**config.mk**
```make
export PLATFORM = sky130hd
export DESIGN_NAME = axil_recorder
export DESIGN_NICKNAME = d
export VERILOG_FILES = /design/src/rec_pkg.sv /design/src/axil_pkg.sv /design/src/axil_recorder.sv /design/src/rec_merge.sv /design/src/channel_siderec.sv /design/src/flop_fifo.sv
export SDC_FILE = /design/constraint.sdc
export NUM_CORES = 1
export LEC_CHECK = 0
export BUFFER_PORTS_ARGS = -buffer_cell sky130_fd_sc_hd__buf_4
export CAP_MARGIN = 20
export CORE_MARGIN = 10
export CORE_UTILIZATION = 30
export DETAILED_ROUTE_END_ITERATION = 10
export PLACE_DENSITY = 0.48
export SETUP_SLACK_MARGIN = 0.15
export SYNTH_ARGS = -nofsm -noshare
export SYNTH_HDL_FRONTEND = slang
export SYNTH_SLANG_ARGS = --single-unit
```
**constraint.sdc**
```tcl
create_clock -name clk -period 7.2 [get_ports clk]
set_input_delay 0.72 -clock clk [delete_from_list [all_inputs] [get_ports clk]]
set_output_delay 0.72 -clock clk [all_outputs]
set_load 0.02 [all_outputs]
```
**src/rec_pkg.sv**
```systemverilog
package rec_pkg;

   //////////////////////////////////////////////////
   // record stream
   //////////////////////////////////////////////////

   // flag bits stored with each fifo entry
   // msb is-packet, then busy of the previous cycle
   localparam int REC_FLAG_W = 2;

   // sequence stamp on the merged record, wraps naturally
   localparam int SEQ_W = 16;

endpackage

```
**src/axil_pkg.sv**
```systemverilog
package axil_pkg;

   //////////////////////////////////////////////////
   // axi-lite bus fields
   //////////////////////////////////////////////////

   localparam int ADDR_W = 32;
   localparam int DATA_W = 32;
   // one strobe bit per data byte
   localparam int STRB_W = DATA_W / 8;
   localparam int RESP_W = 2;

   //////////////////////////////////////////////////
   // recorded payload per request channel
   //////////////////////////////////////////////////

   localparam int AW_REC_W = ADDR_W;
   // write data packs as {wdata, wstrb}
   localparam int W_REC_W  = DATA_W + STRB_W;
   localparam int AR_REC_W = ADDR_W;

endpackage
```
**src/axil_recorder.sv**
```systemverilog
`timescale 1ns/1ns

module axil_recorder #(
   parameter int DEPTH = 8
) (
   input  logic                               clk,
   input  logic                               sync_rst_n,
   // shell side
   input  logic [axil_pkg::ADDR_W-1:0]        sh_awaddr,
   input  logic                               sh_awvalid,
   output logic                               sh_awready,
   input  logic [axil_pkg::DATA_W-1:0]        sh_wdata,
   input  logic [axil_pkg::STRB_W-1:0]        sh_wstrb,
   input  logic                               sh_wvalid,
   output logic                               sh_wready,
   input  logic [axil_pkg::ADDR_W-1:0]        sh_araddr,
   input  logic                               sh_arvalid,
   output logic                               sh_arready,
   output logic [axil_pkg::RESP_W-1:0]        sh_bresp,
   output logic                               sh_bvalid,
   input  logic                               sh_bready,
   output logic [axil_pkg::DATA_W-1:0]        sh_rdata,
   output logic [axil_pkg::RESP_W-1:0]        sh_rresp,
   output logic                               sh_rvalid,
   input  logic                               sh_rready,
   // client side
   output logic [axil_pkg::ADDR_W-1:0]        cl_awaddr,
   output logic                               cl_awvalid,
   input  logic                               cl_awready,
   output logic [axil_pkg::DATA_W-1:0]        cl_wdata,
   output logic [axil_pkg::STRB_W-1:0]        cl_wstrb,
   output logic                               cl_wvalid,
   input  logic                               cl_wready,
   output logic [axil_pkg::ADDR_W-1:0]        cl_araddr,
   output logic                               cl_arvalid,
   input  logic                               cl_arready,
   input  logic [axil_pkg::RESP_W-1:0]        cl_bresp,
   input  logic                               cl_bvalid,
   output logic                               cl_bready,
   input  logic [axil_pkg::DATA_W-1:0]        cl_rdata,
   input  logic [axil_pkg::RESP_W-1:0]        cl_rresp,
   input  logic                               cl_rvalid,
   output logic                               cl_rready,
   // record stream
   output logic                               rec_valid,
   input  logic                               rec_ready,
   output logic [rec_pkg::SEQ_W-1:0]          rec_seq,
   output logic                               rec_aw_ispkt,
   output logic                               rec_aw_busy,
   output logic [axil_pkg::AW_REC_W-1:0]      rec_aw_data,
   output logic                               rec_w_ispkt,
   output logic                               rec_w_busy,
   output logic [axil_pkg::W_REC_W-1:0]       rec_w_data,
   output logic                               rec_ar_ispkt,
   output logic                               rec_ar_busy,
   output logic [axil_pkg::AR_REC_W-1:0]      rec_ar_data
);

   logic                          aw_new;
   logic                          w_new;
   logic                          ar_new;
   logic                          fifo_pop;
   logic                          aw_fvalid;
   logic                          w_fvalid;
   logic                          ar_fvalid;
   logic                          aw_ispkt;
   logic                          aw_busy;
   logic [axil_pkg::AW_REC_W-1:0] aw_data;
   logic                          w_ispkt;
   logic                          w_busy;
   logic [axil_pkg::W_REC_W-1:0]  w_data;
   logic                          ar_ispkt;
   logic                          ar_busy;
   logic [axil_pkg::AR_REC_W-1:0] ar_data;

   //////////////////////////////////////////////////
   // payload and response pass-through
   //////////////////////////////////////////////////

   assign cl_awaddr = sh_awaddr;
   assign cl_wdata  = sh_wdata;
   assign cl_wstrb  = sh_wstrb;
   assign cl_araddr = sh_araddr;

   // b and r are not recorded
   assign sh_bresp  = cl_bresp;
   assign sh_bvalid = cl_bvalid;
   assign cl_bready = sh_bready;
   assign sh_rdata  = cl_rdata;
   assign sh_rresp  = cl_rresp;
   assign sh_rvalid = cl_rvalid;
   assign cl_rready = sh_rready;

   //////////////////////////////////////////////////
   // per channel recorders
   //////////////////////////////////////////////////

   // bubble on a channel whenever another one starts a packet
   channel_siderec #(.DEPTH(DEPTH), .WIDTH(axil_pkg::AW_REC_W)) u_aw_rec (
      .clk (clk), .sync_rst_n (sync_rst_n),
      .din (sh_awaddr), .sh_valid (sh_awvalid), .cl_ready (cl_awready),
      .bubble_en (w_new || ar_new), .rec_ready (fifo_pop),
      .sh_ready (sh_awready), .cl_valid (cl_awvalid), .new_packet (aw_new),
      .ispkt_out (aw_ispkt), .busy_out (aw_busy), .dout (aw_data),
      .rec_valid (aw_fvalid)
   );

   channel_siderec #(.DEPTH(DEPTH), .WIDTH(axil_pkg::W_REC_W)) u_w_rec (
      .clk (clk), .sync_rst_n (sync_rst_n),
      .din ({sh_wdata, sh_wstrb}), .sh_valid (sh_wvalid), .cl_ready (cl_wready),
      .bubble_en (aw_new || ar_new), .rec_ready (fifo_pop),
      .sh_ready (sh_wready), .cl_valid (cl_wvalid), .new_packet (w_new),
      .ispkt_out (w_ispkt), .busy_out (w_busy), .dout (w_data),
      .rec_valid (w_fvalid)
   );

   channel_siderec #(.DEPTH(DEPTH), .WIDTH(axil_pkg::AR_REC_W)) u_ar_rec (
      .clk (clk), .sync_rst_n (sync_rst_n),
      .din (sh_araddr), .sh_valid (sh_arvalid), .cl_ready (cl_arready),
      .bubble_en (aw_new || w_new), .rec_ready (fifo_pop),
      .sh_ready (sh_arready), .cl_valid (cl_arvalid), .new_packet (ar_new),
      .ispkt_out (ar_ispkt), .busy_out (ar_busy), .dout (ar_data),
      .rec_valid (ar_fvalid)
   );

   // merge into one sequenced record
   rec_merge #(
      .AW_W (axil_pkg::AW_REC_W),
      .W_W  (axil_pkg::W_REC_W),
      .AR_W (axil_pkg::AR_REC_W)
   ) u_merge (
      .clk (clk), .sync_rst_n (sync_rst_n),
      .aw_valid (aw_fvalid), .w_valid (w_fvalid), .ar_valid (ar_fvalid),
      .aw_ispkt (aw_ispkt), .aw_busy (aw_busy), .aw_data (aw_data),
      .w_ispkt (w_ispkt), .w_busy (w_busy), .w_data (w_data),
      .ar_ispkt (ar_ispkt), .ar_busy (ar_busy), .ar_data (ar_data),
      .rec_ready (rec_ready), .fifo_pop (fifo_pop),
      .rec_valid (rec_valid), .rec_seq (rec_seq),
      .rec_aw_ispkt (rec_aw_ispkt), .rec_aw_busy (rec_aw_busy), .rec_aw_data (rec_aw_data),
      .rec_w_ispkt (rec_w_ispkt), .rec_w_busy (rec_w_busy), .rec_w_data (rec_w_data),
      .rec_ar_ispkt (rec_ar_ispkt), .rec_ar_busy (rec_ar_busy), .rec_ar_data (rec_ar_data)
   );

endmodule

```
**src/rec_merge.sv**
```systemverilog
`timescale 1ns/1ns

module rec_merge #(
   parameter int AW_W = axil_pkg::AW_REC_W,
   parameter int W_W  = axil_pkg::W_REC_W,
   parameter int AR_W = axil_pkg::AR_REC_W
) (
   input  logic                       clk,
   input  logic                       sync_rst_n,
   input  logic                       aw_valid,
   input  logic                       w_valid,
   input  logic                       ar_valid,
   input  logic                       aw_ispkt,
   input  logic                       aw_busy,
   input  logic [AW_W-1:0]            aw_data,
   input  logic                       w_ispkt,
   input  logic                       w_busy,
   input  logic [W_W-1:0]             w_data,
   input  logic                       ar_ispkt,
   input  logic                       ar_busy,
   input  logic [AR_W-1:0]            ar_data,
   input  logic                       rec_ready,
   output logic                       fifo_pop,
   output logic                       rec_valid,
   output logic [rec_pkg::SEQ_W-1:0]  rec_seq,
   output logic                       rec_aw_ispkt,
   output logic                       rec_aw_busy,
   output logic [AW_W-1:0]            rec_aw_data,
   output logic                       rec_w_ispkt,
   output logic                       rec_w_busy,
   output logic [W_W-1:0]             rec_w_data,
   output logic                       rec_ar_ispkt,
   output logic                       rec_ar_busy,
   output logic [AR_W-1:0]            rec_ar_data
);

   logic                      all_valid;
   logic [rec_pkg::SEQ_W-1:0] next_seq;

   // fifos move together, so all heads are present or none
   assign all_valid = aw_valid && w_valid && ar_valid;
   // load when the output slot is free or draining this cycle
   assign fifo_pop  = all_valid && (!rec_valid || rec_ready);

   //////////////////////////////////////////////////
   // output slot control and sequence
   //////////////////////////////////////////////////

   always_ff @(posedge clk) begin
      if (!sync_rst_n) begin
         rec_valid <= 1'b0;
         rec_seq   <= '0;
         next_seq  <= '0;
      end else if (fifo_pop) begin
         rec_valid <= 1'b1;
         rec_seq   <= next_seq;
         // wraps at 2**SEQ_W
         next_seq  <= next_seq + rec_pkg::SEQ_W'(1);
      end else if (rec_ready) begin
         rec_valid <= 1'b0;
      end
   end

   // record payload
   always_ff @(posedge clk) begin
      if (fifo_pop) begin
         rec_aw_ispkt <= aw_ispkt;
         rec_aw_busy  <= aw_busy;
         rec_aw_data  <= aw_data;
         rec_w_ispkt  <= w_ispkt;
         rec_w_busy   <= w_busy;
         rec_w_data   <= w_data;
         rec_ar_ispkt <= ar_ispkt;
         rec_ar_busy  <= ar_busy;
         rec_ar_data  <= ar_data;
      end
   end

   // lockstep push in the recorders keeps the counts equal
   a_lockstep: assert property (@(posedge clk) disable iff (!sync_rst_n)
      (aw_valid == w_valid) && (w_valid == ar_valid))
      else $error("rec_merge: channel fifos out of step");

   // a row of bubbles only is never pushed
   a_has_pkt: assert property (@(posedge clk) disable iff (!sync_rst_n)
      fifo_pop |-> (aw_ispkt || w_ispkt || ar_ispkt))
      else $error("rec_merge: popped entry without a packet");

endmodule

```
**src/channel_siderec.sv**
```systemverilog
`timescale 1ns/1ns

module channel_siderec #(
   parameter int DEPTH = 8,
   parameter int WIDTH = 32
) (
   input  logic             clk,
   input  logic             sync_rst_n,
   input  logic [WIDTH-1:0] din,
   input  logic             sh_valid,
   input  logic             cl_ready,
   input  logic             bubble_en,
   input  logic             rec_ready,
   output logic             sh_ready,
   output logic             cl_valid,
   output logic             new_packet,
   output logic             ispkt_out,
   output logic             busy_out,
   output logic [WIDTH-1:0] dout,
   output logic             rec_valid
);

   localparam int ENTRY_W = WIDTH + rec_pkg::REC_FLAG_W;

   logic               busy;
   logic               past_busy;
   logic               full;
   logic               push;
   logic               pop;
   logic [ENTRY_W-1:0] push_entry;
   logic [ENTRY_W-1:0] pop_entry;

   //////////////////////////////////////////////////
   // packet detect
   //////////////////////////////////////////////////

   // request pending but not taken this cycle
   assign busy = sh_valid && !sh_ready;

   always_ff @(posedge clk) begin
      if (!sync_rst_n)
         past_busy <= 1'b0;
      else
         past_busy <= busy;
   end

   // first cycle of a transaction so a held valid counts once
   assign new_packet = sh_valid && !past_busy;

   //////////////////////////////////////////////////
   // record fifo
   //////////////////////////////////////////////////

   // bubble when another channel records
   // busy is the previous cycle's since completion shows one cycle after valid && ready
   assign push       = new_packet || bubble_en;
   assign push_entry = {new_packet, past_busy, din};
   assign pop        = rec_valid && rec_ready;

   flop_fifo #(
      .DEPTH (DEPTH),
      .WIDTH (ENTRY_W)
   ) u_fifo (
      .clk        (clk),
      .sync_rst_n (sync_rst_n),
      .push       (push),
      .push_data  (push_entry),
      .pop        (pop),
      .pop_data   (pop_entry),
      .watermark  (full),
      .data_valid (rec_valid)
   );

   assign {ispkt_out, busy_out, dout} = pop_entry;

   // hold off both sides while the fifo is near full
   assign sh_ready = cl_ready && !full;
   assign cl_valid = sh_valid && !full;

   // the shell holds a request until it is taken
   a_valid_held: assert property (@(posedge clk) disable iff (!sync_rst_n)
      past_busy |-> sh_valid)
      else $error("channel_siderec: shell valid dropped before handshake");

endmodule

```
**src/flop_fifo.sv**
```systemverilog
`timescale 1ns/1ns

module flop_fifo #(
   parameter int DEPTH = 8,
   parameter int WIDTH = 8
) (
   input  logic             clk,
   input  logic             sync_rst_n,
   input  logic             push,
   input  logic [WIDTH-1:0] push_data,
   input  logic             pop,
   output logic [WIDTH-1:0] pop_data,
   output logic             watermark,
   output logic             data_valid
);

   localparam int PTR_W = $clog2(DEPTH);
   // count needs to reach DEPTH itself
   localparam int CNT_W = $clog2(DEPTH + 1);

   logic [WIDTH-1:0] mem [DEPTH];
   logic [PTR_W-1:0] wr_ptr;
   logic [PTR_W-1:0] rd_ptr;
   logic [CNT_W-1:0] count;

   // pointers and occupancy
   always_ff @(posedge clk) begin
      if (!sync_rst_n) begin
         wr_ptr <= '0;
         rd_ptr <= '0;
         count  <= '0;
      end else begin
         // explicit wrap so depth need not be a power of two
         if (push)
            wr_ptr <= (wr_ptr == PTR_W'(DEPTH - 1)) ? '0 : wr_ptr + PTR_W'(1);
         if (pop)
            rd_ptr <= (rd_ptr == PTR_W'(DEPTH - 1)) ? '0 : rd_ptr + PTR_W'(1);
         case ({push, pop})
            2'b10:   count <= count + CNT_W'(1);
            2'b01:   count <= count - CNT_W'(1);
            default: count <= count;
         endcase
      end
   end

   // storage array
   always_ff @(posedge clk) begin
      if (push)
         mem[wr_ptr] <= push_data;
   end

   // head entry shows without a read cycle
   assign pop_data   = mem[rd_ptr];
   assign data_valid = (count != '0);
   // one slot of slack left when this rises
   assign watermark  = (count >= CNT_W'(DEPTH - 1));

   a_no_overflow: assert property (@(posedge clk) disable iff (!sync_rst_n)
      (push && !pop) |-> (count != CNT_W'(DEPTH)))
      else $error("flop_fifo: push while full");

   a_no_underflow: assert property (@(posedge clk) disable iff (!sync_rst_n)
      pop |-> (count != '0))
      else $error("flop_fifo: pop while empty");

endmodule

```
## Yosys cells after proc, flatten, opt, wreduce, memory -nomap -nowiden

Memory sizes are Yosys's and may differ from the RTL's. A register that Yosys moved wholly into a read port is not among the register bits.
Cells that the tools add are included.

| word-level totals | value |
|---|---|
| flip-flop bits (word level) | 66 |
| memory bits (writable) | 848 |
| input bits | 149 |
| output and inout port bits | 269 |
| logic and storage cells | 105 |
| memories kept | 3 |

| cells by class | value |
|---|---|
| $add $sub $neg | 13 |
| magnitude comparators | 3 |
| equal/unequal tests | 12 |
| multiplexer cells | 17 |
| reductions and logical operators | 42 |

Memory list:

| name | words | bits a word | rd ports | clocked after Yosys merged registers in | write ports | line | source |
|---|---|---|---|---|---|---|---|
| u_w_rec.u_fifo.mem | 8 | 38 | 1 | 1 | 1 | flop_fifo.sv:21 | `logic [WIDTH-1:0] mem [DEPTH];` |
| u_ar_rec.u_fifo.mem | 8 | 34 | 1 | 1 | 1 | flop_fifo.sv:21 |  |
| u_aw_rec.u_fifo.mem | 8 | 34 | 1 | 1 | 1 | flop_fifo.sv:21 |  |

Operators by type and width:

| operator | count |
|---|---|
| 4-bit one-hot mux with 2 select lines | 3 |
| 3-bit by 1-bit adder with 3-bit output (second input constant) | 6 |
| 3-bit equality test (second input constant) | 6 |
| 1-bit logical AND | 18 |
| 3-bit two-way mux | 6 |
| 16-bit by 1-bit adder with 16-bit output (second input constant) | 1 |
| 4-bit by 1-bit adder with 4-bit output (second input constant) | 3 |
| 4-bit by 3-bit greater-or-equal comparator with 1-bit output (second input constant) | 3 |
| 4-bit nonzero test | 3 |
| 4-bit by 1-bit subtractor with 4-bit output (second input constant) | 3 |
| 1-bit zero test | 10 |
| 1-bit two-way mux | 8 |
| 2-bit nonzero test | 4 |
| 1-bit logical OR | 7 |
| 2-bit by 1-bit equality test with 1-bit output (second input constant) | 3 |
| 2-bit equality test (second input constant) | 3 |

## Logic depth before layout (Yosys ltp)

Gate-level depths: netlist of the first run.

| depth | value |
|---|---|
| word-level depth | 7 |
| mapped depth | 13 |
| depth with buffers taken out | 10 |

## Modules after synthesis

From an unflattened synthesis of the first run, not the netlist that was laid out.

| unflattened totals | value |
|---|---|
| cells, all modules | 1,886 |
| area, all modules | 39,894.5 um^2 |

By module, submodules not included:

| module | instances | cells an instance | area an instance (um^2) | sequential area each (um^2) |
|---|---|---|---|---|
| flop_fifo (u_w_rec.u_fifo) | 1 | 515 | 12,066.6 | 9,389.0 |
| flop_fifo (u_ar_rec.u_fifo) | 1 | 470 | 11,021.8 | 8,428.1 |
| flop_fifo (u_aw_rec.u_fifo) | 1 | 470 | 11,011.8 | 8,428.1 |
| rec_merge | 1 | 264 | 4,518.1 | 3,843.7 |
| axil_recorder | 1 | 143 | 1,069.8 | 0.0 |
| channel_siderec | 3 | 8 | 68.8 | 20.0 |

## Worst setup path before layout of the first run

OpenSTA, ideal clock, no wires.

| timing path | value |
|---|---|
| kind | in2reg |
| start | input port sh_arvalid |
| end | memory u_w_rec.u_fifo.mem[4][0] in the netlist's numbering (enable) |
| library setup time | 0.542 ns |
| arrival time | 5.266 ns |
| data required time | 6.658 ns |
| path slack | 1.393 ns |
| stages | 4 |
| buffers on the path | 0 |
| cells stage by stage | nor2b_1 or3_1 inv_1 nor4b_1 |

| between the ends | value |
|---|---|
| cells in the longest elaborated chain, start to end | 5 |

RTL lines:

| item | line | source |
|---|---|---|
| from (decl) | axil_recorder.sv:17 | `input logic sh_arvalid,` |
| 1-bit logical AND | channel_siderec.sv:48 | `assign new_packet = sh_valid && !past_busy;` |
| 1-bit logical OR | axil_recorder.sv:111 | `.bubble_en (aw_new \|\| ar_new), .rec_ready (fifo_pop),` |
| 1-bit logical OR | channel_siderec.sv:56 | `assign push = new_packet \|\| bubble_en;` |
| 1-bit two-way mux | flop_fifo.sv:48 | `if (push)` |
| 1-bit two-way mux (implied by the code) | flop_fifo.sv:49 | `mem[wr_ptr] <= push_data;` |
| to (decl) | flop_fifo.sv:21 |  |

No other way between the ends.

## Worst setup path in the final report of the first run

| timing path | value |
|---|---|
| start | register u_ar_rec.u_fifo.count[0] |
| end | register u_ar_rec.u_fifo.count[2] |

| between the ends | value |
|---|---|
| cells in the longest elaborated chain, start to end | 6 |
| elaborated cells between the ends (all ways) | 10 |
| classes of those cells | add/sub (2); eq/ne (2); mux (1); reduce/logical (5) |

RTL lines:

| item | line | source |
|---|---|---|
| from (decl) | flop_fifo.sv:24 | `logic [CNT_W-1:0] count;` |
| from (signal assigned) | flop_fifo.sv:39 | `2'b10: count <= count + CNT_W'(1);` |
| from (signal assigned) | flop_fifo.sv:40 | `2'b01: count <= count - CNT_W'(1);` |
| from (signal assigned) | flop_fifo.sv:41 | `default: count <= count;` |
| 4-bit nonzero test | flop_fifo.sv:54 | `assign data_valid = (count != '0);` |
| 1-bit logical AND | rec_merge.sv:41 | `assign all_valid = aw_valid && w_valid && ar_valid;` |
| 1-bit logical AND | rec_merge.sv:43 | `assign fifo_pop = all_valid && (!rec_valid \|\| rec_ready);` |
| 1-bit logical AND | channel_siderec.sv:58 | `assign pop = rec_valid && rec_ready;` |
| 2-bit by 1-bit equality test with 1-bit output or 2-bit equality test (tied branches) | flop_fifo.sv:38 | `case ({push, pop})` |
| 4-bit one-hot mux with 2 select lines or 2-bit nonzero test (tied branches) | -- |  |

Parallel ways exist; a longest one is shown, timed or not.
A chain may end at the register's enable or synchronous reset.

==> results of run 1 <==
==> power by group <==
| part | internal (mW) | leakage [nW] | switching [mW] | total [mW] |
|---|---|---|---|---|
| Clock | 3.31 | 1.80 | 2.30 | 5.61 |
| Combinational | 1.35 | 4.01 | 1.48 | 2.83 |
| Sequential | 7.14 | 9.27 | 0.358 | 7.50 |
| Total | 11.8 | 15.1 | 4.14 | 15.9 |
==> per-layer routing <==
layer,vias to the layer above,part of all wire,GRT usage
met5,-,0,0
met4,0,0.016,0.0291
met3,111,0.056,0.0297
met2,419,0.50,0.207
met1,9777,0.43,0.152
li1,8040,-,-
==> cells in the final DEF (no fill, tap or decap), types with 13 or more instances in the layout <==
cell type and instances:
nor2_1 13, or3_1 13, clkinv_2 30, a21oi_1 47
clkbuf_16 111, clkbuf_1 17, buf_4 372, mux4_2 212
edfxtp_1 954, nand2_1 75, mux2_2 106, clkinv_1 16
dfxtp_1 57, ha_1 22
==> per-stage QoR <==
step,worst slack (ps),total power [mW],hold slack (ps),instance area (µm²),util
3_3_place_gp,3390,10.5,449,43000,0.331
6_report,3820,15.9,273,46700,0.359
4_1_cts,3730,16.3,206,46700,0.359
2_1_floorplan,1390,9.58,440,39400,-
3_5_place_dp,3280,10.6,452,43000,0.331
5_1_grt,3510,16.7,229,46700,0.359
==> synthesized netlist by cell type (all sizes together) (3+ instances only) <==
cell type	number	area [µm²]
or3	13	81.3
nor3b	9	67.6
nor2b	3	18.8
mux2i	8	80.1
nor2	16	60.1
buf	184	1350
nor4	5	31.3
nand2b	8	50.1
o21ai	11	55.1
edfxtp	954	28600
inv	11	41.3
o31ai	8	60.1
a21oi	54	297
and3	3	18.8
nand3b	5	37.5
nand2	79	307
mux4	212	4770
dfxtp	66	1320
and2	6	37.5
clkbuf	40	150
or4	11	93.8
a31oi	3	18.8
ha	22	275
nor4b	6	52.6
nand3	10	55.1
nor3	6	30.0
xor2	9	78.8
mux2	106	1190
==> flip-flops by register name, indices dropped and copies added, names as in the netlist, 3 cells and up <==
| register | flops |
|---|---|
| u_ar_rec.u_fifo.count | 4 |
| u_ar_rec.u_fifo.mem | 272 |
| u_ar_rec.u_fifo.rd_ptr | 3 |
| u_ar_rec.u_fifo.wr_ptr | 3 |
| u_aw_rec.u_fifo.count | 4 |
| u_aw_rec.u_fifo.mem | 272 |
| u_aw_rec.u_fifo.rd_ptr | 3 |
| u_aw_rec.u_fifo.wr_ptr | 3 |
| u_merge.next_seq | 16 |
| u_merge.rec_ar_data | 32 |
| u_merge.rec_aw_data | 32 |
| u_merge.rec_seq | 16 |
| u_merge.rec_w_data | 36 |
| u_w_rec.u_fifo.count | 4 |
| u_w_rec.u_fifo.mem | 304 |
| u_w_rec.u_fifo.rd_ptr | 3 |
| u_w_rec.u_fifo.wr_ptr | 3 |
==> final timing paths <==
kind / slack [ps] / end / startpoint / depth (start not counted)
max reg2reg: 3820 / u_ar_rec.u_fifo.count[2] / u_ar_rec.u_fifo.count[0] / 10
max: 3820 / u_ar_rec.u_fifo.count[2] / u_ar_rec.u_fifo.count[0] / 10
min reg2reg: 460 / u_merge.rec_seq[1] / u_merge.rec_seq[1] / 2
min: 270 / u_aw_rec.u_fifo.mem[0][15] / sh_awaddr[15] / 1
==> kinds of logic after synthesis <==
| kind of cell | share of synthesized area |
|---|---|
| compound gates | 0.0119 |
| fa+ha+maj | 0.00699 |
| flops | 0.761 |
| buf+inv | 0.0392 |
| simple gates | 0.0253 |
| mux | 0.154 |
| xor+xnor | 0.00222 |
==> worst max-delay path: stages, from the launching register on <==
cell and delay [ps]:
dfxtp_1 370, or4_4 590, nand4_4 500, inv_2 370, ha_1 390, xor2_1 170
ha_1 200, a21oi_1 150, xor2_1 100, or3_1 320, a21oi_1 140
==> final cells by class <==
class | instances | area share
Sequential cell | 1020 | 0.642
Multi-Input combinational cell | 624 | 0.172
Clock buffer | 132 | 0.0620
Timing Repair Buffer | 373 | 0.0602
Tap cell | 1742 | 0.0467
Clock inverter | 74 | 0.0162
Inverter | 11 | 0.000991
Antenna cell | 1 | 0.0000536
==> run metrics, run 1 <==
multi-input combinational cell area=8020 µm²; Cell Pwr Density=341 nW/µm²; critical path class=reg -> reg; DRT Wirelength=90.2 mm; area grow syn2layout=18.6%; CP Launch Type=register; ratio of cells with drive above 1 in the final layout=0.410; period utilisation layout=0.470; DIE AREA=146,000 µm²; Initial Utilization=0.303; antenna-violating nets left=0; DR WL/cell=22.7 µm; largest net degree at the start of global routing=69; main flop type after synthesis=edfxtp_1; Post-Place Cells=3,769; vias in the first global route=20,000; final net count=2,310; port bufs=337; Cell Area, Synth=39,400 µm²; RSZ-0062 raised after global routing=no; CTS buffer count=109; FP Rows=132; CTS tree=done; DRC errors left=0; Hold Fails Final Rpt=0; initial antenna violation count=3; first-pass GRT wire length=134 mm; DP Wirelength=53.3 mm; Setup Skew=37.7 ps; initial drt markers=1,039; status=finished clean; H-tree Lvls=3; final setup TNS=0 ps; vias per inst=4.61; fmax=295 MHz; Cells after Synth=1,879; post_cts resized=0; Worst EP arrival=4010 ps; Syn Area/Cell=21.0 µm²; post-synthesis register bit count=1,020; Post-synth EDFFs=954; Core Region=130,000 µm²; Slew Viols, Final=0; worst skew pair latency=690 ps; Sequential Area=30,000 µm²; Setup crit end kind=register; GRT Util Overall=0.121; worst hold path class=in -> reg; Filler Cells Inserted=12,100; grt total ovfl=0; postcts setup bufs=0; Die X=382 µm; Max Cap Viol=0; vias=18,300; CTS hold repair buffers=0; post-synthesis sequential area ratio=0.761; Tmin final=3380 ps; gp weighted congestion=0.708; Crit Path Max Fanout=46; Net Count, Synth=2,050; First-pass DRT Iterations=5; async set or reset register ratio after synthesis=0; VDD IR max=180 µV; cell leakage power=15.1 nW; Slew headroom=0.279; I/O pin count=418; Cell variety after synth=46; Root Driver=clkbuf_16; Slew @ Worst Pin=1080 ps; final std cells w/o fill=3,977; CP required=7830 ps; Die Y=382 µm; final setup vio count=0; clock buffer depth=3; synth warn=0; clk sinks=1,020; Worst-path clk slew=60 ps
No activity file was read; power rests on OpenSTA's default activity.
==> run 2: changes to the inputs <==
==> constraint.sdc (replaced) <==
create_clock -name clk -period 3.3 [get_ports clk]
set_input_delay 0.33 -clock clk [delete_from_list [all_inputs] [get_ports clk]]
set_output_delay 0.33 -clock clk [all_outputs]
set_load 0.02 [all_outputs]
==> run 2 against run 1 <==
Via count increased by 2.5%. Clock skew decreased by 5.1 ps. Largest cell class unchanged. Hold slack got worse by 92 ps. Sequential power is 120% higher. Total power up 120%. Utilization grew 1.3 points. Non-clock buffer count rose by 133. Sequential cell count stayed put. Critical path depth did not move. Global-route usage grew 0.26 points. Critical path type unchanged. Sequential share of layout area down 2.2 points. Cell count up 3.3%.
==> run metrics, run 2 (same netlist as run 1, synthesis figures left out) <==
Slew Viols, Final=0 (unchanged); GRT Util Overall=0.123 (+0.00262); final std cells w/o fill=4,109 (+3.3%); vias in the first global route=20,900 (+4.4%); CP Launch Type=register; First-pass DRT Iterations=5 (unchanged); Reg power frac=0.465 (-0.005); Core Region=130,000 µm² (unchanged); Max Cap Viol=0 (unchanged); Largest Register=u_w_rec.u_fifo.mem; part of the power in combinational logic=0.188 (+0.010); DRT Wirelength=91.5 mm (+1.4%); clock buffer depth=3 (unchanged); VDD IR max=511 µV (+180%); Largest register FFs=304 (unchanged); multi-input combinational cell area=8140 µm² (+1.6%); first-pass GRT wire length=136 mm (+2.0%); area grow syn2layout=22.7%; Clock power frac=0.347 (-0.005); vias per inst=4.57 (-0.84%); final setup vio count=0 (unchanged); Die X=382 µm (unchanged); grt total ovfl=0 (unchanged); Post-Place Cells=3,791 (+0.58%); # diodes=0 (-1); Sw Ratio=0.262 (+0.00287); RSZ-0062 raised after global routing=no; fmax=346 MHz (+17%); final net count=2,444 (+5.8%); Tmin final=2890 ps (-497 ps); Filler Cells Inserted=11,800 (-2.2%); Die Y=382 µm (unchanged); Crit Path Max Fanout=9 (-80%); Setup crit end kind=register; Setup Skew=32.7 ps (-5.05 ps); DR WL/cell=22.3 µm (-1.8%); Hold Fails Final Rpt=0 (unchanged); Cell Pwr Density=727 nW/µm² (+110%); CP required=3910 ps (-3920 ps); H-tree Lvls=3 (unchanged); CTS buffer count=110 (+0.92%); initial drt markers=1,162 (+12%); Sequential Area=30,000 µm² (about the same); gp weighted congestion=0.688 (-2.8%); WHS=182 ps (-91.5 ps); Worst EP arrival=3500 ps (-510 ps); Root Driver=clkbuf_16; DIE AREA=146,000 µm² (unchanged); DP Wirelength=51.3 mm (-3.7%); vias=18,800 (+2.5%); period utilisation layout=0.875 (+0.405); worst skew pair latency=720 ps (+30 ps); Pint=25.9 mW (+120%); I/O pin count=418 (unchanged); commonest non-fill, non-tap cell in the layout=edfxtp_1; port bufs=337 (unchanged); FP Rows=132 (unchanged); Initial Utilization=0.303 (unchanged); initial antenna violation count=2 (-1); top flop regs=u_w_rec.u_fifo.mem: 304 flops, u_ar_rec.u_fifo.mem: 272 flops, u_aw_rec.u_fifo.mem: 272 flops; status=finished clean; cell leakage power=15.7 nW (+3.9%); largest net degree at the start of global routing=79 (+14%); critical path class=reg -> reg; DRC errors left=0 (unchanged); clk sinks=1,020 (unchanged); Worst-path clk slew=60 ps (about the same); Slew @ Worst Pin=928 ps (-154 ps); Slew headroom=0.381 (+0.103); NetSw=9.21 mW (+120%); ratio of cells with drive above 1 in the final layout=0.394 (-0.0167); worst hold path class=in -> reg; antenna-violating nets left=0 (unchanged); highest-count cells in the layout ignoring fill and taps=edfxtp_1, buf_4, mux4_2; CTS tree=done
-- run 2: routing by layer --
layer | vias to the layer above | share of wire | track usage
li1 | 8275 | - | -
met2 | 441 | 0.51 | 0.216
met1 | 9954 | 0.42 | 0.152
met5 | - | 0.00019 | 0
met3 | 125 | 0.050 | 0.0280
met4 | 2 | 0.019 | 0.0344
-- run 2: repair_timing --
| item | 4_1_cts | 5_1_grt |
|---|---|---|
| resized for setup | 0 | 0 |
| endpoints found under the setup margin | 0 | 29 |
| hold endpoints to repair | 807 | 0 |
| buffers inserted | 0 | 2 |
| hold buffers | 110 | 0 |
-- run 2: power groups by stage --
stage | sequential, mW | combinational [mW] | clock [mW]
final | 16.3 | 6.59 | 12.2
after global routing | 16.5 | 7.16 | 13.1
after CTS | 16.4 | 6.84 | 12.6
after detailed placement | 16.6 | 6.71 | 0
after global placement | 16.6 | 6.62 | 0
after floorplan | 16.7 | 4.18 | 0
-- run 2: final timing paths --
kind,start,endpoint,slack (ps),depth (start not counted)
setup reg to reg,u_ar_rec.past_busy,u_aw_rec.u_fifo.count[2],410,10
hold / removal,rec_ready,u_merge.rec_valid,180,3
setup / recovery,u_ar_rec.past_busy,u_aw_rec.u_fifo.count[2],410,10
hold reg to reg,u_merge.rec_seq[15],u_merge.rec_seq[15],460,2
-- run 2: layout make-up --
cell class / count / area share
Sequential cell: 1020 / 0.621
Multi-Input combinational cell: 624 / 0.169
Timing Repair Buffer: 506 / 0.0895
Clock buffer: 142 / 0.0612
Tap cell: 1742 / 0.0451
Clock inverter: 64 / 0.0141
Inverter: 11 / 0.000932
-- run 2: stage by stage --
stage / instance area [µm²] / utilization / total power [mW] / TNS (ps) / setup WS (ps)
finish: 48300 / 0.372 / 35.1 / 0 / 412
global route: 48300 / 0.372 / 36.8 / 0 / 161
CTS: 48300 / 0.372 / 35.8 / 0 / 221
detailed placement: 43600 / 0.335 / 23.4 / 0 / 153
global placement: 43600 / 0.335 / 23.2 / 0 / 240
floorplan: 39600 / - / 20.9 / -154990 / -991
-- run 2: critical path: stages, from the launching register on --
cell and delay [ps]:
dfxtp_1 380, nor2b_1 520, or3_1 290, inv_1 140
ha_1 290, xor2_1 170, ha_1 190, a21oi_1 180
xor2_1 110, or3_1 320, a21oi_1 180
==> run 3: changes to the inputs <==
--- a/config.mk
+++ b/config.mk
@@ -7,6 +7,7 @@
 export LEC_CHECK = 0
 export BUFFER_PORTS_ARGS = -buffer_cell sky130_fd_sc_hd__buf_4
 export CAP_MARGIN = 20
+export CORE_ASPECT_RATIO = 0.7
 export CORE_MARGIN = 10
 export CORE_UTILIZATION = 30
 export DETAILED_ROUTE_END_ITERATION = 10
@@ -14,4 +15,5 @@
 export SETUP_SLACK_MARGIN = 0.15
 export SYNTH_ARGS = -nofsm -noshare
 export SYNTH_HDL_FRONTEND = slang
+export SYNTH_HIERARCHICAL = 1
 export SYNTH_SLANG_ARGS = --single-unit
==> run 3 against run 2 <==
Clock power barely moved. Count of clock-buffer cells in the layout is 18 lower. Final area increased by 0.68%. First-iteration DRC count shrank 4.5%. Utilization is 0.19 points lower. Sequential cell count grew 9. Area after synthesis rose by 1.3%. Clock skew rose by 24 ps. Routed wire length shrank 0.16%. Critical path depth is 2 higher. Global-route usage decreased by 0.26 points. Largest power group unchanged. Die area increased by 1.4%.
==> run metrics, run 3 <==
status=finished clean; synth warn=6 (+6); final net count=2,446 (+0.082%); vias=18,700 (-0.55%); RSZ-0062 raised after global routing=no; async set or reset register ratio after synthesis=0 (unchanged); vias per inst=4.54 (-0.65%); post-synthesis register bit count=1,029 (+0.88%); area grow syn2layout=21.9%; top flop regs=u_w_rec/u_fifo/mem: 304 flops, u_ar_rec/u_fifo/mem: 272 flops, u_aw_rec/u_fifo/mem: 272 flops; Setup crit end kind=register; CTS tree=done; Placed Area=44,100 µm² (+1.2%); final setup vio count=0 (unchanged); Design Area, Final=48,700 µm² (+0.68%); clk sinks=1,029 (+0.88%); vias in the first global route=20,500 (-1.7%); Syn Area/Cell=21.2 µm² (+0.90%); Tmin final=3020 ps (+136 ps); first-pass GRT wire length=136 mm (about the same); Clock power frac=0.367 (+0.020); CTS buffer count=102 (-7.3%); GRT Util Overall=0.121 (-0.00259); worst hold path class=in -> reg; Die X=456 µm (+19%); Net Count, Synth=2,057 (+0.34%); grt total ovfl=0 (unchanged); Initial Utilization=0.303 (about the same); largest net degree at the start of global routing=69 (-13%); initial antenna violation count=3 (+1); Reg power frac=0.484 (+0.019); Post-synth top cells=edfxtp_1, mux4_2, buf_4; FP Rows=111 (-16%); NetSw=8.14 mW (-12%); post-synthesis sequential area ratio=0.756 (-0.00510); Crit Path Max Fanout=8 (-1); antenna-violating nets left=0 (unchanged); CP Launch Type=register; CP required=3950 ps (+40 ps); Die Y=325 µm (-15%); gp weighted congestion=0.692 (+0.52%); Slew Viols, Final=0 (unchanged); DP Wirelength=54.3 mm (+5.9%); commonest non-fill, non-tap cell in the layout=edfxtp_1; I/O pin count=418 (unchanged); fmax=331 MHz (-4.5%); DRT Wirelength=91.3 mm (-0.16%); Slew @ Worst Pin=1060 ps (+130 ps); Cell variety after synth=52 (+13%); Sw Ratio=0.247 (-0.0153); Hold Fails Final Rpt=0 (unchanged); Cell Area, Synth=39,900 µm² (+1.3%); pre-CTS setup slack=190 ps (+37.0 ps); Max Cap Viol=0 (unchanged); DR WL/cell=22.2 µm (-0.26%); cell taking the most area after synthesis=edfxtp_1; post-synth top area share=0.718 (-0.00919); ratio of cells with drive above 1 in the final layout=0.381 (-0.0126); most frequent cell after synthesis=edfxtp_1; postcts setup bufs=0 (unchanged); cell leakage power=15.9 nW (+1.5%); Core Region=132,000 µm² (+1.2%); worst skew pair latency=730 ps (about the same); Cell Pwr Density=677 nW/µm² (-6.9%); Setup Skew=57.0 ps (+24.3 ps); main flop type after synthesis=edfxtp_1; clock buffer depth=3 (unchanged); part of the power in combinational logic=0.150 (-0.038); H-tree Lvls=3 (unchanged); Worst EP arrival=3670 ps (+170 ps); Post-synth EDFFs=954 (unchanged); port bufs=337 (unchanged); First-pass DRT Iterations=6 (+1); setup ws final=277 ps (-136 ps); Largest register FFs=304 (unchanged); Pwr Total=32.9 mW (-6.3%); Cells after Synth=1,886 (+0.37%); DRC errors left=0 (unchanged); DIE AREA=148,000 µm² (+1.4%); critical path class=reg -> reg; Worst-path clk slew=60 ps (about the same); Slew headroom=0.294 (-0.0877); initial drt markers=1,110 (-4.5%); Largest Register=u_w_rec/u_fifo/mem; VDD IR max=353 µV (-31%); Pint=24.8 mW (-4.3%); period utilisation layout=0.916 (+0.0412); final setup TNS=0 ps (unchanged); Root Driver=clkbuf_16; ranking of synthesized cells by area=edfxtp_1, mux4_2, dfxtp_1; highest-count cells in the layout ignoring fill and taps=edfxtp_1, buf_4, mux4_2
run 3: final cells by class:
| type | instances | area [µm²] |
|---|---|---|
| fill | 12000 | 82900 |
| sequential | 1029 | 30200 |
| multi-input combinational | 635 | 8440 |
| timing repair buffer | 498 | 4330 |
| clock buffer | 124 | 2660 |
| tap | 1751 | 2190 |
| clock inverter | 66 | 825 |
| inverter | 9 | 38.8 |
| antenna | 1 | 2.50 |
run 3: path summary, 6_finish.rpt:
path | from | end | slack (ps) | cells past startpoint
worst max-delay path | u_ar_rec/u_fifo/count[1] | u_w_rec/u_fifo/count[2] | 280 | 12
worst min register to register | u_merge/rec_seq[8] | u_merge/rec_seq[8] | 470 | 2
worst max register to register | u_ar_rec/u_fifo/count[1] | u_w_rec/u_fifo/count[2] | 280 | 12
worst min-delay path | cl_awready | u_aw_rec/past_busy | 70 | 3
run 3: metal layers:
metal  wire, µm  part of all wire  global-route usage
met2      44700              0.49               0.201
met3       3700             0.041              0.0277
met5          0                 0            0.000654
met1      40700              0.45               0.158
met4       2180             0.024              0.0331
run 3: power groups by stage:
stage	registers (mW)	logic (mW)	clock network [mW]
after floorplan	16.4	2.94	0
after global placement	16.2	4.90	0
after detailed placement	16.2	4.96	0
after CTS	15.9	5.08	12.5
after global routing	16.0	5.31	13.0
final	15.9	4.92	12.1
run 3: critical path, cell delays in order (launching register included):
cell and delay [ps]:
dfxtp_1 390, or4_4 560, and3_2 260, nand2_4 90, inv_6 50, and2_1 210
ha_2 250, xor2_1 150, ha_1 190, a21oi_1 150, xor2_1 100, or3_1 360
a21boi_2 170
run 3: cells by family (layout without fill, tap and decap cells):
family                     count (synthesis)  in the layout  synth area share
DFF                                     1029           1029             0.756
buffers and inverters                    222            697            0.0387
muxes                                    330            330             0.158
other                                      0              1                 0
AOI/OAI and AO/OA                         67             67           0.00991
and+or+nand+nor                          200            200            0.0269
adders and majority gates                 22             22           0.00690
xor gates and xnor gates                  16             16           0.00351
run 3: metrics by stage:
stage | instances | utilization | hold WS, ps
global route | 4113 | 0.370 | 35.3
global placement | 3816 | 0.335 | 455
CTS | 4112 | 0.370 | 14.1
detailed placement | 3816 | 0.335 | 453
floorplan | 1886 | - | 429
finish | 4113 | 0.370 | 73.1
run 3: timing repair:
action / 4_1_cts / 5_1_grt
endpoints found under the hold margin: 804 / 0
hold buffers: 106 / 0
gates resized for setup: 0 / 4
setup endpoints to repair: 0 / 1
